[config.mk]
export PLATFORM = sky130hd
export DESIGN_NAME = tetris_sprint_core
export DESIGN_NICKNAME = d
export VERILOG_FILES = /design/src/source/tetris_pkg.sv /design/src/source/key_channel.sv /design/src/source/piece_origin_tracker.sv /design/src/source/sprint_timer.sv /design/src/source/tetris_sprint_core.sv
export VERILOG_INCLUDE_DIRS = /design/src /design/src/source
export SDC_FILE = /design/constraint.sdc
export NUM_CORES = 1
export LEC_CHECK = 0
export BUFFER_PORTS_ARGS = -buffer_cell sky130_fd_sc_hd__buf_2
export CAP_MARGIN = 15
export CORE_MARGIN = 2
export CORE_UTILIZATION = 60
export CTS_BUF_LIST = sky130_fd_sc_hd__clkbuf_8
export DETAILED_ROUTE_END_ITERATION = 10
export PLACE_DENSITY = 0.79
export SYNTH_ARGS = -nofsm -noshare
export SYNTH_HDL_FRONTEND = slang
export SYNTH_SLANG_ARGS = --single-unit
[constraint.sdc]
create_clock -name clk -period 2.1 [get_ports clk]
set_input_delay 0.42 -clock clk [delete_from_list [all_inputs] [get_ports clk]]
set_output_delay 0.42 -clock clk [all_outputs]
set_load 0.01 [all_outputs]
[src/source/tetris_defines.svh]
// playfield size, spawn point and timing defaults, included by the RTL and the testbench
`ifndef TETRIS_DEFINES_SVH
`define TETRIS_DEFINES_SVH

// empty playfield, row 0 at the top
`define TETRIS_ROWS 20
`define TETRIS_COLS 10

// origin after reset
`define TETRIS_SPAWN_ROW 0
`define TETRIS_SPAWN_COL 4

// hold-off after an accepted press, 200 ms at 50 MHz
`define TETRIS_COOLDOWN_CYCLES 10000000

// 50 MHz board clock
`define TETRIS_TICKS_PER_MS 50000

`endif

[src/source/tetris_pkg.sv]
// shared types for the piece tracker and the sprint timer, used by scoped name
package tetris_pkg;

    // playfield coordinates
    typedef logic [4:0] row_t;
    typedef logic [3:0] col_t;

    // clockwise order, so +1 is a clockwise turn
    typedef enum logic [1:0] {
        ORIENT_0 = 2'd0,
        ORIENT_R = 2'd1,
        ORIENT_2 = 2'd2,
        ORIENT_L = 2'd3
    } orientation_t;

    // timer fields
    typedef logic [3:0] decimal_digit_t;
    typedef logic [5:0] sexagesimal_t;
    typedef logic [4:0] hours_t;

endpackage

[src/source/key_channel.sv]
// one push-button channel: synchronizer, rising-edge press strobe and cooldown hold-off
`timescale 1ns/10ps
`include "tetris_defines.svh"

module key_channel #(
    parameter int COOLDOWN_CYCLES = `TETRIS_COOLDOWN_CYCLES
) (
    input  logic clk,
    input  logic rst_l,
    input  logic key_n,
    output logic press
);
    localparam int CD_W = $clog2(COOLDOWN_CYCLES + 1);

    logic            key_meta;
    logic            key_seen;
    logic [CD_W-1:0] cooldown;
    logic            armed;

    // two flops, inverted so 1 means held down
    always_ff @(posedge clk, negedge rst_l) begin
        if (!rst_l) begin
            key_meta <= 1'b0;
            key_seen <= 1'b0;
        end else begin
            key_meta <= !key_n;
            key_seen <= key_meta;
        end
    end

    assign armed = (cooldown == '0);

    // starts on a strobe, runs to the limit and drops back to idle
    always_ff @(posedge clk, negedge rst_l) begin
        if (!rst_l) begin
            cooldown <= '0;
        end else if (cooldown == CD_W'(COOLDOWN_CYCLES)) begin
            cooldown <= '0;
        end else if (cooldown != '0 || press) begin
            cooldown <= cooldown + CD_W'(1);
        end
    end

    // single-cycle strobe, repeats while held once the cooldown expires
    always_ff @(posedge clk, negedge rst_l) begin
        if (!rst_l) begin
            press <= 1'b0;
        end else begin
            press <= key_seen && !press && armed;
        end
    end

endmodule

[src/source/piece_origin_tracker.sv]
// origin and orientation of the falling piece, moved by key strobes inside the empty playfield
`timescale 1ns/10ps
`include "tetris_defines.svh"

module piece_origin_tracker (
    input  logic                     clk,
    input  logic                     rst_l,
    input  logic                     rotate_mode,
    input  logic                     left_press,
    input  logic                     right_press,
    input  logic                     soft_press,
    input  logic                     hard_press,
    output tetris_pkg::row_t         origin_row,
    output tetris_pkg::col_t         origin_col,
    output tetris_pkg::orientation_t orientation
);
    localparam tetris_pkg::row_t FLOOR_ROW = tetris_pkg::row_t'(`TETRIS_ROWS - 1);
    localparam tetris_pkg::col_t LAST_COL  = tetris_pkg::col_t'(`TETRIS_COLS - 1);
    localparam tetris_pkg::row_t SPAWN_ROW = tetris_pkg::row_t'(`TETRIS_SPAWN_ROW);
    localparam tetris_pkg::col_t SPAWN_COL = tetris_pkg::col_t'(`TETRIS_SPAWN_COL);

    tetris_pkg::row_t         row_next;
    tetris_pkg::col_t         col_next;
    tetris_pkg::orientation_t orient_next;
    tetris_pkg::orientation_t orient_cw;
    tetris_pkg::orientation_t orient_ccw;

    assign orient_cw  = tetris_pkg::orientation_t'(orientation + 2'd1);
    assign orient_ccw = tetris_pkg::orientation_t'(orientation - 2'd1);

    // each action is built from the current state, later ones win
    always_comb begin
        row_next    = origin_row;
        col_next    = origin_col;
        orient_next = orientation;

        if (rotate_mode) begin
            if (right_press) begin
                row_next    = origin_row;
                col_next    = origin_col;
                orient_next = orient_cw;
            end else if (left_press) begin
                row_next    = origin_row;
                col_next    = origin_col;
                orient_next = orient_ccw;
            end
        end else begin
            // blocked moves leave the column where it is
            if (right_press) begin
                row_next    = origin_row;
                col_next    = (origin_col == LAST_COL) ? origin_col : origin_col + 4'd1;
                orient_next = orientation;
            end else if (left_press) begin
                row_next    = origin_row;
                col_next    = (origin_col == '0) ? origin_col : origin_col - 4'd1;
                orient_next = orientation;
            end
        end

        if (soft_press) begin
            row_next    = (origin_row == FLOOR_ROW) ? origin_row : origin_row + 5'd1;
            col_next    = origin_col;
            orient_next = orientation;
        end

        if (hard_press) begin
            row_next    = FLOOR_ROW;
            col_next    = origin_col;
            orient_next = orientation;
        end
    end

    always_ff @(posedge clk, negedge rst_l) begin
        if (!rst_l) begin
            origin_row  <= SPAWN_ROW;
            origin_col  <= SPAWN_COL;
            orientation <= tetris_pkg::ORIENT_0;
        end else begin
            origin_row  <= row_next;
            origin_col  <= col_next;
            orientation <= orient_next;
        end
    end

endmodule

[src/source/sprint_timer.sv]
// sprint clock: prescaler and cascaded ms to hours counters with run and clear controls
`timescale 1ns/10ps
`include "tetris_defines.svh"

module sprint_timer #(
    parameter int TICKS_PER_MS = `TETRIS_TICKS_PER_MS
) (
    input  logic                       clk,
    input  logic                       rst_l,
    input  logic                       timer_run,
    input  logic                       timer_clear,
    output tetris_pkg::decimal_digit_t milliseconds,
    output tetris_pkg::decimal_digit_t centiseconds,
    output tetris_pkg::decimal_digit_t deciseconds,
    output tetris_pkg::sexagesimal_t   seconds,
    output tetris_pkg::sexagesimal_t   minutes,
    output tetris_pkg::hours_t         hours
);
    localparam int PRE_W = $clog2(TICKS_PER_MS + 1);

    logic [PRE_W-1:0] prescale;
    logic             ms_en;
    logic             cs_en;
    logic             ds_en;
    logic             sec_en;
    logic             min_en;
    logic             hr_en;

    // carry chain, each stage enabled by the wrap of the one below
    assign ms_en  = timer_run && (prescale == PRE_W'(TICKS_PER_MS - 1));
    assign cs_en  = ms_en  && (milliseconds == 4'd9);
    assign ds_en  = cs_en  && (centiseconds == 4'd9);
    assign sec_en = ds_en  && (deciseconds == 4'd9);
    assign min_en = sec_en && (seconds == 6'd59);
    assign hr_en  = min_en && (minutes == 6'd59);

    always_ff @(posedge clk, negedge rst_l) begin
        if (!rst_l) begin
            prescale <= '0;
        end else if (timer_clear) begin
            prescale <= '0;
        end else if (ms_en) begin
            prescale <= '0;
        end else if (timer_run) begin
            prescale <= prescale + PRE_W'(1);
        end
    end

    always_ff @(posedge clk, negedge rst_l) begin
        if (!rst_l) begin
            milliseconds <= '0;
            centiseconds <= '0;
            deciseconds  <= '0;
            seconds      <= '0;
            minutes      <= '0;
            hours        <= '0;
        end else if (timer_clear) begin
            milliseconds <= '0;
            centiseconds <= '0;
            deciseconds  <= '0;
            seconds      <= '0;
            minutes      <= '0;
            hours        <= '0;
        end else begin
            if (ms_en) begin
                milliseconds <= cs_en ? 4'd0 : milliseconds + 4'd1;
            end
            if (cs_en) begin
                centiseconds <= ds_en ? 4'd0 : centiseconds + 4'd1;
            end
            if (ds_en) begin
                deciseconds <= sec_en ? 4'd0 : deciseconds + 4'd1;
            end
            if (sec_en) begin
                seconds <= min_en ? 6'd0 : seconds + 6'd1;
            end
            if (min_en) begin
                minutes <= hr_en ? 6'd0 : minutes + 6'd1;
            end
            // hours just roll over
            if (hr_en) begin
                hours <= hours + 5'd1;
            end
        end
    end

endmodule

[src/source/tetris_sprint_core.sv]
// top level: four key channels feeding the piece tracker, plus the sprint timer
`timescale 1ns/10ps
`include "tetris_defines.svh"

module tetris_sprint_core #(
    parameter int COOLDOWN_CYCLES = `TETRIS_COOLDOWN_CYCLES,
    parameter int TICKS_PER_MS    = `TETRIS_TICKS_PER_MS
) (
    input  logic                       clk,
    input  logic                       rst_l,
    input  logic                       key_left_n,
    input  logic                       key_right_n,
    input  logic                       key_soft_n,
    input  logic                       key_hard_n,
    input  logic                       rotate_mode,
    input  logic                       timer_run,
    input  logic                       timer_clear,
    output tetris_pkg::row_t           origin_row,
    output tetris_pkg::col_t           origin_col,
    output tetris_pkg::orientation_t   orientation,
    output tetris_pkg::decimal_digit_t milliseconds,
    output tetris_pkg::decimal_digit_t centiseconds,
    output tetris_pkg::decimal_digit_t deciseconds,
    output tetris_pkg::sexagesimal_t   seconds,
    output tetris_pkg::sexagesimal_t   minutes,
    output tetris_pkg::hours_t         hours
);
    logic left_press;
    logic right_press;
    logic soft_press;
    logic hard_press;

    // one channel per button
    key_channel #(.COOLDOWN_CYCLES(COOLDOWN_CYCLES)) u_key_left (
        .clk   (clk),
        .rst_l (rst_l),
        .key_n (key_left_n),
        .press (left_press)
    );

    key_channel #(.COOLDOWN_CYCLES(COOLDOWN_CYCLES)) u_key_right (
        .clk   (clk),
        .rst_l (rst_l),
        .key_n (key_right_n),
        .press (right_press)
    );

    key_channel #(.COOLDOWN_CYCLES(COOLDOWN_CYCLES)) u_key_soft (
        .clk   (clk),
        .rst_l (rst_l),
        .key_n (key_soft_n),
        .press (soft_press)
    );

    key_channel #(.COOLDOWN_CYCLES(COOLDOWN_CYCLES)) u_key_hard (
        .clk   (clk),
        .rst_l (rst_l),
        .key_n (key_hard_n),
        .press (hard_press)
    );

    piece_origin_tracker u_tracker (
        .clk         (clk),
        .rst_l       (rst_l),
        .rotate_mode (rotate_mode),
        .left_press  (left_press),
        .right_press (right_press),
        .soft_press  (soft_press),
        .hard_press  (hard_press),
        .origin_row  (origin_row),
        .origin_col  (origin_col),
        .orientation (orientation)
    );

    sprint_timer #(.TICKS_PER_MS(TICKS_PER_MS)) u_timer (
        .clk          (clk),
        .rst_l        (rst_l),
        .timer_run    (timer_run),
        .timer_clear  (timer_clear),
        .milliseconds (milliseconds),
        .centiseconds (centiseconds),
        .deciseconds  (deciseconds),
        .seconds      (seconds),
        .minutes      (minutes),
        .hours        (hours)
    );

endmodule

==> results.txt <==
outcome: completed
worst rel slew slack: 58.9%
die area: 14700 sq um
Antenna Cells: 0
register bit count reported by yosys: 164
initial antenna violation count: 0
vias in the first global route: 6500
met1 GRT Util: 33.6%
Ys Warns: 0
CTS sink cnt: 164
Worst EP arrival: 2.41 ns
total gr overflow: 0
first-pass GRT wire length: 30100 um
Max Slew Vio Count: 0
Syn Area/Cell: 9.81 sq um
Worst-path clk slew: 0.08 ns
final setup fails: 0
# nets final: 963
Async SR Flop Fraction: 100%
input/output buffers: 48
Post-synth EDFFs: 0
Pre-antenna DRT Iters: 5
Power Density: 839 nW/um^2
grt met3 use: 5.87%
most frequent cell after synthesis: dfrtp_1
Synth Flop Type: dfrtp_1
DR iter-0 viols: 625
post-route cell area: 9420 sq um
Chip Width: 121 um
GRT Overall Usage: 25.5%
core area: 13300 sq um
largest net degree at the start of global routing: 49
CP Class: register to register
fin crit share: 96.1%
post-place instance area: 8950 sq um
Vias: 6685
Syn-to-layout area delta: 14.2%
crit start category: register
Yosys top cell by area: dfrtp_1
total power: 7.91 mW
routed wire length: 17700 um
Post-Syn Area: 8250 sq um
Worst setup EP type: register
GR peak layer: met2
VDD IR max: 0.700 mV
DP Worst Slack: -0.0239 ns
IO Count: 49
Root Driver: clkbuf_8
Final Wtd Congestion: 0.914
gate count of the mapped netlist: 841
Syn Nets: 872
Fin Clk Skew: 0.0127 ns
top post-synthesis cells by count: 163 x dfrtp_1, 95 x nor2_1, 70 x nand2_1
Final Hold Vio Count: 0
CTS H-tree depth: 4
Initial Util: 61.8%
Die H: 121 um
critical path fanouts, max: 8
final worst slack: 0.0809 ns
routed vias/inst: 5.97
ANT nets after route: 0
clk buf depth: 2
CTS tree: yes
Distinct cells, synth: 60
number of max-cap violations: 0
WL/cell: 15.8 um
Synth area leaders: dfrtp_1 49%, xnor2_1 5.2%, xor2_1 4.5%, nor2_1 4.3%, nand3_1 3.8%
Final min period: 2.02 ns
Leak: 4.31 nW
DRC viols: 0
grt met2 use: 41.9%
share of the synthesized area in the top cell type: 49.4%
worst path required time: 2.49 ns
ratio of cells with drive above 1 in the final layout: 15.7%
FP Rows: 42
Worst-Skew Late Latency: 0.47 ns
actual slew at the worst max-slew pin: 0.612 ns
Highest Clock Rate: 495 MHz
register area share after synthesis: 49.8%
Hold WC Path Type: input port to register
Num CTS Buffers: 17
DP HPWL: 12600 um
## cell families (layout without fill, tap and decap cells)
| logic type | after synthesis | in the layout | synth area share [%] |
|---|---|---|---|
| buffers and inverters | 41 | 144 | 1.97 |
| adder cells (fa/ha/maj) | 22 | 22 | 3.43 |
| XOR/XNOR | 91 | 91 | 9.66 |
| AO/OA/AOI/OAI | 90 | 90 | 6.38 |
| flip-flops | 164 | 164 | 49.8 |
| multiplexers | 11 | 11 | 1.41 |
| AND/OR/NAND/NOR | 422 | 422 | 27.4 |
## placed cells by master, fill, tap and decap left out, types with 3 or more instances in the layout
master,count
buf_4,38
and4_1,7
nor2b_1,5
nor3_1,27
clkinvlp_4,3
nand3b_1,7
and2_1,9
nand3_1,63
inv_1,27
or3_1,14
o2111ai_1,3
o21ai_0,32
or3b_2,3
buf_2,47
nand4_1,34
o31ai_1,3
dfrtp_1,161
nor2_1,94
xor2_1,42
mux2_2,5
ha_1,21
o211ai_1,5
o22a_1,3
a21oi_1,34
nand2_1,70
and3_1,22
nor4_1,17
nor4_2,4
xnor2_1,49
clkbuf_8,20
nand2b_1,12
or4_1,4
and3b_1,3
nor4b_1,3
mux2i_1,6
## metal layers
layer | vias up | wire, um
met4 | 0 | 246
met5 | - | 0
met3 | 20 | 818
li1 | 3167 | -
met2 | 189 | 8790
met1 | 3309 | 7820
## flip-flops by register name, indices dropped and copies added (netlist names), 2 cells and up
signal	count
u_key_right.cooldown	24
u_timer.deciseconds	4
u_timer.centiseconds	4
u_key_hard.cooldown	24
u_timer.milliseconds	4
u_tracker.orientation	2
u_timer.minutes	6
u_key_left.cooldown	24
u_timer.hours	5
u_tracker.origin_col	4
u_key_soft.cooldown	24
u_tracker.origin_row	5
u_timer.prescale	16
u_timer.seconds	6
## through the flow
| stage | TNS [ns] | hold WS, ns | utilization (%) | std cells |
|---|---|---|---|---|
| floorplan | 0 | 0.124 | - | 841 |
| global placement | 0 | 0.332 | 67.1 | 1086 |
| detailed placement | -0.0239 | 0.336 | 67.1 | 1086 |
| CTS | 0 | 0.0621 | 70.1 | 1118 |
| global route | -0.0878 | 0.0614 | 70.6 | 1120 |
| finish | 0 | 0.0867 | 70.6 | 1120 |
## report_power, final
part           switching (mW)  leakage (nW)  internal [mW]  total [mW]
clock                    1.11         0.200           1.13        2.23
combinational           0.834          1.91          0.733        1.57
sequential              0.558          2.20           3.55        4.11
## final timing paths
check | from | endpoint | slack (ns) | cells past startpoint
worst max-delay path | u_timer.deciseconds[1] | u_timer.seconds[0] | 0.08 | 8
min in group asynchronous | rst_l | u_key_left.cooldown[1] | 0.47 | 2
max in group asynchronous | rst_l | u_key_hard.cooldown[9] | 0.96 | 3
worst max register to register | u_timer.deciseconds[1] | u_timer.seconds[0] | 0.08 | 8
worst min-delay path | key_right_n | u_key_right.key_meta | 0.09 | 2
worst min register to register | u_key_hard.key_meta | u_key_hard.key_seen | 0.35 | 0
## area by class of cell
type	count	area [sq um]
clock buffers	20	275
clock inverters	11	113
fillers	1000	3930
inverters	24	90.1
multi-input cells	636	4040
flip-flops and latches	164	4110
well taps	176	220
repair buffers	89	582
## critical path, stage by stage, from the launching register on
cell and delay, ns:
dfrtp_1 0.41, inv_1 0.07, ha_1 0.13, and3b_1 0.23, and4b_2 0.33, nand2_2 0.11
buf_4 0.17, or3_1 0.34, a21oi_1 0.16
## what timing repair did
| action | 4_1_cts | 5_1_grt |
|---|---|---|
| endpoints found under the hold margin | 43 | 0 |
| gates cloned | 0 | 0 |
| pin swaps | 0 | 6 |
| buffers inserted | 0 | 2 |
| resized for setup | 1 | 12 |
| hold buffers | 1 | 0 |
| endpoints found under the setup margin | 1 | 33 |
(Power assumes the default switching activity.)
